===== src/design/binning_pkg.sv =====
/*
  shared definitions for the weight binning datapath
  sizes, DRAM layout, bus field types and the two state encodings
*/
package binning_pkg;

	////////////////////////////////////////////////////////////////////
	// sizes and DRAM layout
	////////////////////////////////////////////////////////////////////
	localparam int NUM_BINS = 8;                          // on-chip bins
	localparam int BIN_DEPTH = 4;                         // weights per bin before forced flush
	localparam int BLOCK_LEN = 24;                        // weights per block
	localparam logic [31:0] DRAM_BASE = 32'h1000_0000;    // start of bin area
	localparam logic [31:0] BIN_REGION_BYTES = 32'h400;   // spacing of bin regions
	localparam int BYTES_PER_WORD = 4;

	typedef logic [31:0] weight_t;
	typedef logic [12:0] key_t;         // low bits of a weight, used to pick the bin
	typedef logic [2:0]  bin_idx_t;
	typedef logic [2:0]  fill_t;        // 0 .. BIN_DEPTH
	typedef logic [8:0]  dram_off_t;    // words already written for a bin
	typedef logic [31:0] bus_addr_t;
	typedef logic [19:0] bus_len_t;     // burst length in bytes
	typedef logic [4:0]  blk_cnt_t;

	////////////////////////////////////////////////////////////////////
	// inter-block bundles
	////////////////////////////////////////////////////////////////////
	typedef struct packed {
		logic     start;    // one-cycle strobe
		bin_idx_t bin;
	} flush_req_t;

	typedef struct packed {
		logic      req;     // write request level
		bus_addr_t addr;
		bus_len_t  len;
	} mst_cmd_t;

	typedef struct packed {
		weight_t data;
		logic    sof_n;
		logic    eof_n;
		logic    src_rdy_n;
	} mstwr_t;

	typedef struct packed {
		logic cmdack;
		logic cmplt;
		logic dst_rdy_n;
	} bus_resp_t;

	typedef enum logic [2:0] {S_IDLE, S_RECEIVE, S_FLUSH_FULL, S_FLUSH_ALL, S_DONE} seq_state_t;
	typedef enum logic [2:0] {W_IDLE, W_REQUEST, W_WAIT_ACK, W_DATA, W_WAIT_CMPLT} wr_state_t;

endpackage


===== src/design/bin_sequencer.sv =====
/*
  block sequencer of the weight binning path
  takes one block of weights off the stream, sorts each one into a bin
  by key range and orders the full-bin and end-of-block flushes
*/
module bin_sequencer (
	input  logic                                           Clk,
	input  logic                                           rst_n,
	input  logic                                           start,      // opens one block
	input  logic                                           in_valid,
	input  binning_pkg::weight_t                           in_data,
	input  logic [binning_pkg::NUM_BINS-1:0]               full,
	input  binning_pkg::fill_t [binning_pkg::NUM_BINS-1:0] fill,
	input  logic                                           flush_done,
	output logic                                           in_ready,
	output logic [binning_pkg::NUM_BINS-1:0]               push_en,    // one-hot
	output binning_pkg::weight_t                           push_data,
	output binning_pkg::flush_req_t                        flush,
	output logic                                           done
);
	import binning_pkg::*;

	seq_state_t          state;
	blk_cnt_t            cnt;       // weights accepted in this block
	key_t                key;
	bin_idx_t            sel_bin;   // bin of the weight on the stream
	logic                accept;
	logic                pending;   // flush issued, writer still busy
	logic [NUM_BINS-1:0] nonempty;

	// lowest bin whose bit is set in the mask
	function automatic bin_idx_t first_bin(input logic [NUM_BINS-1:0] mask);
		bin_idx_t idx;
		idx = '0;
		for (int i = NUM_BINS - 1; i >= 0; i--) begin
			if (mask[i])
				idx = bin_idx_t'(i);
		end
		return idx;
	endfunction

	//////////////////////////////////////////////////////////////////////
	// stream side and classification
	//////////////////////////////////////////////////////////////////////
	assign in_ready = (state == S_RECEIVE) && !(|full) && (cnt != blk_cnt_t'(BLOCK_LEN));
	assign accept = in_valid && in_ready;
	assign key = in_data[12:0];

	// fine bins near zero, coarse at the top
	always_comb begin
		if (key[12])
			sel_bin = 3'd7;
		else if (key[11])
			sel_bin = 3'd6;
		else if (key[10])
			sel_bin = {2'b10, key[9]};  // bins 4 and 5
		else
			sel_bin = {1'b0, key[9:8]}; // bins 0 to 3
	end

	assign push_en = {NUM_BINS{accept}} & (NUM_BINS'(1) << sel_bin);
	assign push_data = in_data;

	always_comb begin
		for (int b = 0; b < NUM_BINS; b++)
			nonempty[b] = (fill[b] != '0);
	end

	//////////////////////////////////////////////////////////////////////
	// block FSM
	//////////////////////////////////////////////////////////////////////
	always_ff @(posedge Clk or negedge rst_n) begin
		if (!rst_n) begin
			state <= S_IDLE;
			cnt <= '0;
			pending <= 1'b0;
			flush <= '0;
		end else begin
			flush.start <= 1'b0; // strobe, one cycle only
			case (state)
				S_IDLE: begin
					if (start) begin
						cnt <= '0;
						state <= S_RECEIVE;
					end
				end
				S_RECEIVE: begin
					if (accept)
						cnt <= cnt + 1'b1;
					if (|full)
						state <= S_FLUSH_FULL;   // stall and drain that bin first
					else if (cnt == blk_cnt_t'(BLOCK_LEN))
						state <= S_FLUSH_ALL;
				end
				S_FLUSH_FULL: begin
					if (!pending) begin
						flush.start <= 1'b1;
						flush.bin <= first_bin(full);
						pending <= 1'b1;
					end else if (flush_done) begin
						pending <= 1'b0;
						state <= S_RECEIVE;
					end
				end
				S_FLUSH_ALL: begin
					// flushed bins read empty by flush_done, so the lowest non-empty is next
					if (!pending || flush_done) begin
						if (|nonempty) begin
							flush.start <= 1'b1;
							flush.bin <= first_bin(nonempty);
							pending <= 1'b1;
						end else begin
							pending <= 1'b0;
							state <= S_DONE;
						end
					end
				end
				S_DONE: state <= S_IDLE;
				default: state <= S_IDLE;
			endcase
		end
	end

	assign done = (state == S_DONE);

endmodule


===== src/design/bin_buffer.sv =====
/*
  one weight bin: a small FIFO with its fill count
  plus the count of words this bin has already sent to DRAM
*/
module bin_buffer (
	input  logic                   Clk,
	input  logic                   rst_n,
	input  logic                   clear,      // new block
	input  logic                   push,
	input  binning_pkg::weight_t   push_data,
	input  logic                   drain,      // this bin is being flushed
	input  logic                   pop,
	output binning_pkg::weight_t   head,
	output binning_pkg::fill_t     fill,
	output logic                   full,
	output binning_pkg::dram_off_t dram_off
);
	import binning_pkg::*;

	weight_t                      mem [BIN_DEPTH];
	logic [$clog2(BIN_DEPTH)-1:0] wr_ptr;
	logic [$clog2(BIN_DEPTH)-1:0] rd_ptr;
	logic                         do_pop;

	assign do_pop = drain && pop;   // pop strobe is shared by all bins

	always_ff @(posedge Clk) begin
		if (push)
			mem[wr_ptr] <= push_data;
	end

	always_ff @(posedge Clk or negedge rst_n) begin
		if (!rst_n) begin
			wr_ptr <= '0;
			rd_ptr <= '0;
			fill <= '0;
			dram_off <= '0;
		end else if (clear) begin
			wr_ptr <= '0;
			rd_ptr <= '0;
			fill <= '0;
			dram_off <= '0;     // each block starts at the bottom of the region
		end else begin
			if (push)
				wr_ptr <= wr_ptr + 1'b1;
			if (do_pop) begin
				rd_ptr <= rd_ptr + 1'b1;
				dram_off <= dram_off + 1'b1;
			end
			case ({push, do_pop})
				2'b10: fill <= fill + 1'b1;
				2'b01: fill <= fill - 1'b1;
				default: ;        // both or neither, count unchanged
			endcase
		end
	end

	assign head = mem[rd_ptr];
	assign full = (fill == fill_t'(BIN_DEPTH));

	// the sequencer must stall the stream before a fifth weight reaches a bin
	a_no_push_full: assert property (@(posedge Clk) disable iff (!rst_n) push |-> !full);

endmodule


===== src/design/burst_writer.sv =====
/*
  write master for bin flushes
  turns one flush request into a command, a framed data burst
  and a completion handshake on the DRAM bus
*/
module burst_writer (
	input  logic                                               Clk,
	input  logic                                               rst_n,
	input  binning_pkg::flush_req_t                            flush,
	input  binning_pkg::weight_t [binning_pkg::NUM_BINS-1:0]   head,
	input  binning_pkg::fill_t [binning_pkg::NUM_BINS-1:0]     fill,
	input  binning_pkg::dram_off_t [binning_pkg::NUM_BINS-1:0] dram_off,
	input  binning_pkg::bus_resp_t                             resp,
	output logic [binning_pkg::NUM_BINS-1:0]                   drain_sel,
	output logic                                               pop,
	output logic                                               flush_done,
	output binning_pkg::mst_cmd_t                              cmd,
	output binning_pkg::mstwr_t                                wr
);
	import binning_pkg::*;

	wr_state_t state;
	bin_idx_t  bin_q;      // bin being flushed
	fill_t     beats_q;    // burst length in words
	fill_t     beat_cnt;   // beats already transferred
	bus_addr_t addr_q;
	bus_len_t  len_q;
	logic      xfer;       // beat moves this edge
	logic      last_beat;

	assign xfer = (state == W_DATA) && !resp.dst_rdy_n;
	assign last_beat = (beat_cnt == beats_q - 1'b1);

	//////////////////////////////////////////////////////////////////////
	// command fields, latched when the flush starts
	//////////////////////////////////////////////////////////////////////
	always_ff @(posedge Clk) begin
		if (state == W_IDLE && flush.start) begin
			bin_q <= flush.bin;
			beats_q <= fill[flush.bin];
			addr_q <= bus_addr_t'(DRAM_BASE + flush.bin * BIN_REGION_BYTES
				+ dram_off[flush.bin] * BYTES_PER_WORD);
			len_q <= bus_len_t'(fill[flush.bin] * BYTES_PER_WORD);
		end
	end

	//////////////////////////////////////////////////////////////////////
	// write master FSM
	//////////////////////////////////////////////////////////////////////
	always_ff @(posedge Clk or negedge rst_n) begin
		if (!rst_n) begin
			state <= W_IDLE;
			beat_cnt <= '0;
			flush_done <= 1'b0;
		end else begin
			flush_done <= 1'b0;
			case (state)
				W_IDLE: begin
					if (flush.start) begin
						beat_cnt <= '0;
						state <= W_REQUEST;
					end
				end
				W_REQUEST: state <= resp.cmdack ? W_DATA : W_WAIT_ACK; // first request cycle
				W_WAIT_ACK: begin
					if (resp.cmdack)
						state <= W_DATA;
				end
				W_DATA: begin
					if (xfer) begin
						if (last_beat)
							state <= W_WAIT_CMPLT;
						else
							beat_cnt <= beat_cnt + 1'b1;
					end
				end
				W_WAIT_CMPLT: begin
					if (resp.cmplt) begin
						flush_done <= 1'b1;
						state <= W_IDLE;
					end
				end
				default: state <= W_IDLE;
			endcase
		end
	end

	//////////////////////////////////////////////////////////////////////
	// bus and bin side outputs
	//////////////////////////////////////////////////////////////////////
	assign cmd.req = (state == W_REQUEST) || (state == W_WAIT_ACK);
	assign cmd.addr = addr_q;
	assign cmd.len = len_q;

	assign wr.data = head[bin_q];                                   // head moves after each pop
	assign wr.src_rdy_n = (state != W_DATA);
	assign wr.sof_n = !((state == W_DATA) && (beat_cnt == '0));
	assign wr.eof_n = !((state == W_DATA) && last_beat);

	assign drain_sel = (state == W_IDLE) ? '0 : (NUM_BINS'(1) << bin_q);
	assign pop = xfer;

	// request is held until the bus acknowledges it
	a_req_held: assert property (@(posedge Clk) disable iff (!rst_n)
		cmd.req && !resp.cmdack |=> cmd.req);

	// sequencer only issues a flush once the previous one has completed
	a_start_idle: assert property (@(posedge Clk) disable iff (!rst_n)
		flush.start |-> state == W_IDLE);

endmodule


===== src/design/weight_binning_top.sv =====
/*
  weight binning top level
  sequencer, one FIFO per bin and the DRAM write master
*/
module weight_binning_top (
	input  logic                   Clk,
	input  logic                   rst_n,
	input  logic                   start,
	input  logic                   in_valid,
	input  binning_pkg::weight_t   in_data,
	input  binning_pkg::bus_resp_t resp,
	output logic                   in_ready,
	output logic                   done,
	output binning_pkg::mst_cmd_t  cmd,
	output binning_pkg::mstwr_t    wr
);
	import binning_pkg::*;

	logic [NUM_BINS-1:0]        push_en;
	weight_t                    push_data;
	logic [NUM_BINS-1:0]        full;
	fill_t [NUM_BINS-1:0]       fill;
	weight_t [NUM_BINS-1:0]     head;
	dram_off_t [NUM_BINS-1:0]   dram_off;
	flush_req_t                 flush;
	logic                       flush_done;
	logic [NUM_BINS-1:0]        drain_sel;
	logic                       pop;

	bin_sequencer u_seq (
		.Clk        (Clk),
		.rst_n      (rst_n),
		.start      (start),
		.in_valid   (in_valid),
		.in_data    (in_data),
		.full       (full),
		.fill       (fill),
		.flush_done (flush_done),
		.in_ready   (in_ready),
		.push_en    (push_en),
		.push_data  (push_data),
		.flush      (flush),
		.done       (done)
	);

	for (genvar b = 0; b < NUM_BINS; b++) begin : g_bin
		bin_buffer u_bin (
			.Clk       (Clk),
			.rst_n     (rst_n),
			.clear     (start),        // start of block empties every bin
			.push      (push_en[b]),
			.push_data (push_data),
			.drain     (drain_sel[b]),
			.pop       (pop),
			.head      (head[b]),
			.fill      (fill[b]),
			.full      (full[b]),
			.dram_off  (dram_off[b])
		);
	end

	burst_writer u_wr (
		.Clk        (Clk),
		.rst_n      (rst_n),
		.flush      (flush),
		.head       (head),
		.fill       (fill),
		.dram_off   (dram_off),
		.resp       (resp),
		.drain_sel  (drain_sel),
		.pop        (pop),
		.flush_done (flush_done),
		.cmd        (cmd),
		.wr         (wr)
	);

endmodule


===== config.mk =====
export PLATFORM = sky130hd
export DESIGN_NAME = weight_binning_top
export DESIGN_NICKNAME = d
export VERILOG_FILES = /design/src/design/binning_pkg.sv /design/src/design/bin_sequencer.sv /design/src/design/bin_buffer.sv /design/src/design/burst_writer.sv /design/src/design/weight_binning_top.sv
export SDC_FILE = /design/constraint.sdc
export NUM_CORES = 1
export LEC_CHECK = 0
export ABC_AREA = 1
export BUFFER_PORTS_ARGS = -buffer_cell sky130_fd_sc_hd__buf_2
export CELL_PAD_IN_SITES_DETAIL_PLACEMENT = 0
export CELL_PAD_IN_SITES_GLOBAL_PLACEMENT = 1
export CORE_ASPECT_RATIO = 1.1
export CORE_UTILIZATION = 51
export CTS_BUF_LIST = sky130_fd_sc_hd__clkbuf_16
export DETAILED_ROUTE_END_ITERATION = 6
export PLACE_DENSITY = 0.81
export RECOVER_POWER = 100
export SYNTH_ARGS = -nofsm -noshare
export SYNTH_HDL_FRONTEND = slang
export SYNTH_HIERARCHICAL = 1
export SYNTH_SLANG_ARGS = --single-unit

===== constraint.sdc =====
create_clock -name Clk -period 3 [get_ports Clk]
set_input_delay 0.15 -clock Clk [delete_from_list [all_inputs] [get_ports Clk]]
set_output_delay 0.15 -clock Clk [all_outputs]
set_load 0.01 [all_outputs]

==> results.toml <==
[status]
outcome = "finished with violations"
violations = "max-capacitance violations, max-slew violations, negative setup slack"

[placement]
dp_hpwl_um = 83300
io_buffers = 91
routabilityCongestion = 0.874
placed_cells = 5600
postPlaceCellArea_mm2 = 0.0526

[cts]
insertion_delay_ps = 720
cts_buffer_depth = 3
clk_pin_slew_ps = 60
cts_tree = "built"
clock-sinks = 1190
cts-buffers-inserted = 115
clk_root_buffer_cell = "clkbuf_16"
htreeDepth = 3

[synth]
synth_compound_area_share_pct = 11.0
syn_avg_cell_area_um2 = 11.6
yosys.area.top_type = "edfxtp_1"
synth_top_family_by_area = "simple AND/OR/NAND/NOR gates"
async_flop_share_pct = 12.4
synth_ff_type = "edfxtp_1"
yosys_warnings = 6
synth_top_area_share_pct = 61.7
netlist_area_mm2 = 0.0507
yosys.area_share.simple_pct = 12.6
seq_area_frac_synth_pct = 69.0
synth_cell_types = 42
synthMuxAreaShare_pct = 0
synth-xor-area-share_pct = 0.345
yosys_register_bits = 1190
syn_inst = 4365
synth_edf_count = 1042
synthAdderAreaFrac_pct = 1.47
yosys-top-cells-area = "edfxtp_1, dfrtp_1, nor2_1"

[power_and_ir_drop]
switchingPower_mw = 9.37
total_power_mw = 37.0
powerDensity_mw_per_mm2 = 660
p_comb_share_pct = 10.7
seqPwrFrac_pct = 50.4
switching_share_pct = 25.3
power.internal_mw = 27.6
p_leak_nw = 20.4
max-vdd-ir-drop_mv = 0.511
p_clk_share_pct = 38.9

[floorplan]
coreArea_mm2 = 0.0979
die_h_um = 333
die-area_mm2 = 0.101
io_pins = 129
rows = 120
chipWidth_um = 303
start_util_pct = 51.8

[timing]
finalClockSkew_ps = 52.3
slew_headroom_pct = -36.5
fin_crit_ps = 3030
worstMarginPinSlew_ps = 2050
worst_slack_ps = -32.2
slew_violations = 1021
tns_ps = -32.2
fin_crit_sh_pct = 101
hold_viol_final = 0
max_freq_ghz = 0.330
final-setup-viol-count = 1
rsz0062_at_grt = "true"
hold_slack_ps = 164

[drt]
drc_errors = 0
dr.pass1.iters = 5
wl_per_cell_um = 23.2
drt_iter0_drc = 3344
vias_per_cell = 5.83
vias = 34000
drt_wl_total_um = 135000
ant_nets = 0

[critical_path]
setup.reg_to_reg.worst_slack_ps = 100
criticalPathCategory = "reg2out"
startpoint = "g_bin[6].u_bin/rd_ptr[1]$_DFFE_PN0P_"
worstPathArrival_ps = 2880
r2r_start = "g_bin[7].u_bin/fill[1]$_DFFE_PN0P_"
worstPathRequired_ps = 2850
critPathCaptureType = "primary output"
critPathCapture = "wr[8]"
r2r_cells = 13
r2r_end = "g_bin[4].u_bin/mem[2][22]$_DFFE_PP_"
cp_max_fo = 18
worstSetupStartpointType = "flip-flop"

[global_routing]
antenna_found_initial = 6
grt_max_degree = 66
grt_remaining_overflow = 0
grt_pass1_vias = 32275
grt_pass1_wl_um = 201000
gr-usage-all-layers_pct = 26.6

[final_layout]
stdcell_count = 5832
final-seq-area_mm2 = 0.0350
fillers = 8063
design_area_mm2 = 0.0561
fin_nets = 4550
layout-drive-gt1-share_pct = 8.50
area_delta_synth_final_pct = 10.5
multi_input_area_mm2 = 0.0129
antennaDiodeCount = 0

[worst_hold_path]
hold_class = "in2reg"

[job]
maxCapViolations = 31
==> worst max-delay path, cell delays in order (launching register included) <==
cell and delay, ps:
dfrtp_4 590, inv_2 90, buf_4 260, o21ai_1 120, o22ai_1 120, nand2_1 120, nand4_1 260, nor2_1 80
a31oi_1 320, buf_2 200
==> synthesized netlist by cell type (76+ instances only) <==
cell,number
o21ai_0,435
o21ai_1,224
buf_2,80
dfrtp_1,148
buf_4,82
edfxtp_1,1042
o22ai_1,257
nor2_1,714
nand2_1,588
nand4_1,77
inv_1,202
clkbuf_1,76
==> final cells by class <==
class                   instances  share of cell area [%]
clock inverters                95                    1.47
well taps                    1281                    2.86
flip-flops and latches       1190                    62.4
repair buffers                235                    3.41
inverters                     238                    1.64
multi-input cells            2676                    22.9
clock buffers                 117                    5.22
==> stage by stage <==
step | utilization [%] | setup slack (ps)
floorplan | - | 306
global placement | 53.7 | 194
detailed placement | 53.7 | 202
CTS | 57.8 | -10.9
global route | 57.3 | -47.0
finish | 57.3 | -32.2
==> worst min-delay path by stage <==
stage / slack (ps) / to / start / cells after the start
6_report: 160 / g_bin[6].u_bin/wr_ptr[0]$_DFFE_PN0P_ / in_data[11] / 6
5_1_grt: 200 / g_bin[6].u_bin/wr_ptr[1]$_DFFE_PN0P_ / in_data[11] / 6
4_1_cts: 9 / g_bin[5].u_bin/mem[3][13]$_DFFE_PP_ / in_data[13] / 1
3_5_place_dp: 170 / u_wr/beat_cnt[0]$_DFFE_PN0P_ / rst_n / 1
3_3_place_gp: 170 / u_wr/beat_cnt[0]$_DFFE_PN0P_ / rst_n / 1
2_1_floorplan: -150 / g_bin[0].u_bin/dram_off[0]$_DFFE_PN0P_ / rst_n / 0
==> timing repair <==
| item | in CTS | in global routing |
|---|---|---|
| buffers inserted | 1 | 4 |
| gates cloned | 0 | 3 |
| setup endpoints to repair | 23 | 9 |
| hold buffers | 12 | 0 |
| endpoints found under the hold margin | 202 | 0 |
| resized for setup | 16 | 15 |
==> sequential cells by signal (all words and copies together) (netlist names) <==
name                  count
g_bin.u_bin/dram_off     72
g_bin.u_bin/fill         24
g_bin.u_bin/mem        1024
g_bin.u_bin/rd_ptr       16
g_bin.u_bin/wr_ptr       16
u_seq/cnt                 5
u_seq/flush               4
u_seq/pending             1
u_seq/state               3
u_wr/addr_q              12
u_wr/beat_cnt             3
u_wr/bin_q                3
u_wr/flush_done           1
u_wr/len_q                3
u_wr/state                3
==> cells in the final DEF, fill, tap and decap left out, types with 5 or more instances in the layout <==
| cell | Yosys | layout |
|---|---|---|
| o21ai_0 | 435 | 448 |
| nor2_1 | 714 | 733 |
| dfrtp_2 | 0 | 9 |
| clkbuf_1 | 76 | 73 |
| ha_1 | 47 | 47 |
| a22oi_1 | 12 | 11 |
| edfxtp_1 | 1042 | 1042 |
| nor3_1 | 23 | 24 |
| conb_1 | 2 | 37 |
| clkbuf_16 | 0 | 120 |
| clkinv_1 | 1 | 29 |
| nor3b_1 | 7 | 7 |
| buf_8 | 0 | 5 |
| nand4_1 | 77 | 77 |
| buf_2 | 80 | 26 |
| buf_6 | 58 | 26 |
| bufinv_16 | 0 | 13 |
| nand3_1 | 59 | 60 |
| dfrtp_1 | 148 | 138 |
| inv_2 | 35 | 23 |
| fa_1 | 8 | 8 |
| nand2_1 | 588 | 602 |
| o21ai_1 | 224 | 211 |
| clkbuf_2 | 0 | 15 |
| buf_12 | 0 | 22 |
| clkbuf_4 | 0 | 8 |
| xor2_1 | 18 | 18 |
| clkinv_2 | 0 | 22 |
| inv_1 | 202 | 229 |
| nor2_2 | 22 | 11 |
| inv_4 | 0 | 5 |
| a31oi_1 | 17 | 16 |
| o21bai_1 | 6 | 6 |
| dlygate4sd3_1 | 0 | 12 |
| o22ai_1 | 257 | 257 |
| a21oi_1 | 71 | 71 |
| buf_4 | 82 | 42 |
==> routing by layer <==
metal / routed length (um) / global-route usage [%]
met1: 54400 / 35.9
met2: 65500 / 44.0
met3: 9860 / 3.23
met4: 5260 / 10.4
met5: 46 / 0
==> kinds of logic (layout without fill, tap and decap cells) <==
kind of cell	count (synthesis)	in the layout
AO/OA/AOI/OAI	1030	1030
XOR/XNOR	20	20
adder cells (fa/ha/maj)	55	55
buffers and inverters	534	685
flip-flops	1190	1190
other	2	37
AND/OR/NAND/NOR	1534	1534
==> power groups by stage <==
stage / sequential, mW / combinational [mW] / clock [mW]
2_1_floorplan: 18.9 / 2.57 / 0
3_3_place_gp: 19.0 / 4.03 / 0
3_5_place_dp: 19.0 / 4.03 / 0
4_1_cts: 18.6 / 4.08 / 14.6
5_1_grt: 18.7 / 4.33 / 15.2
6_report: 18.6 / 3.96 / 14.4
Power figures use the tool's default switching activity.
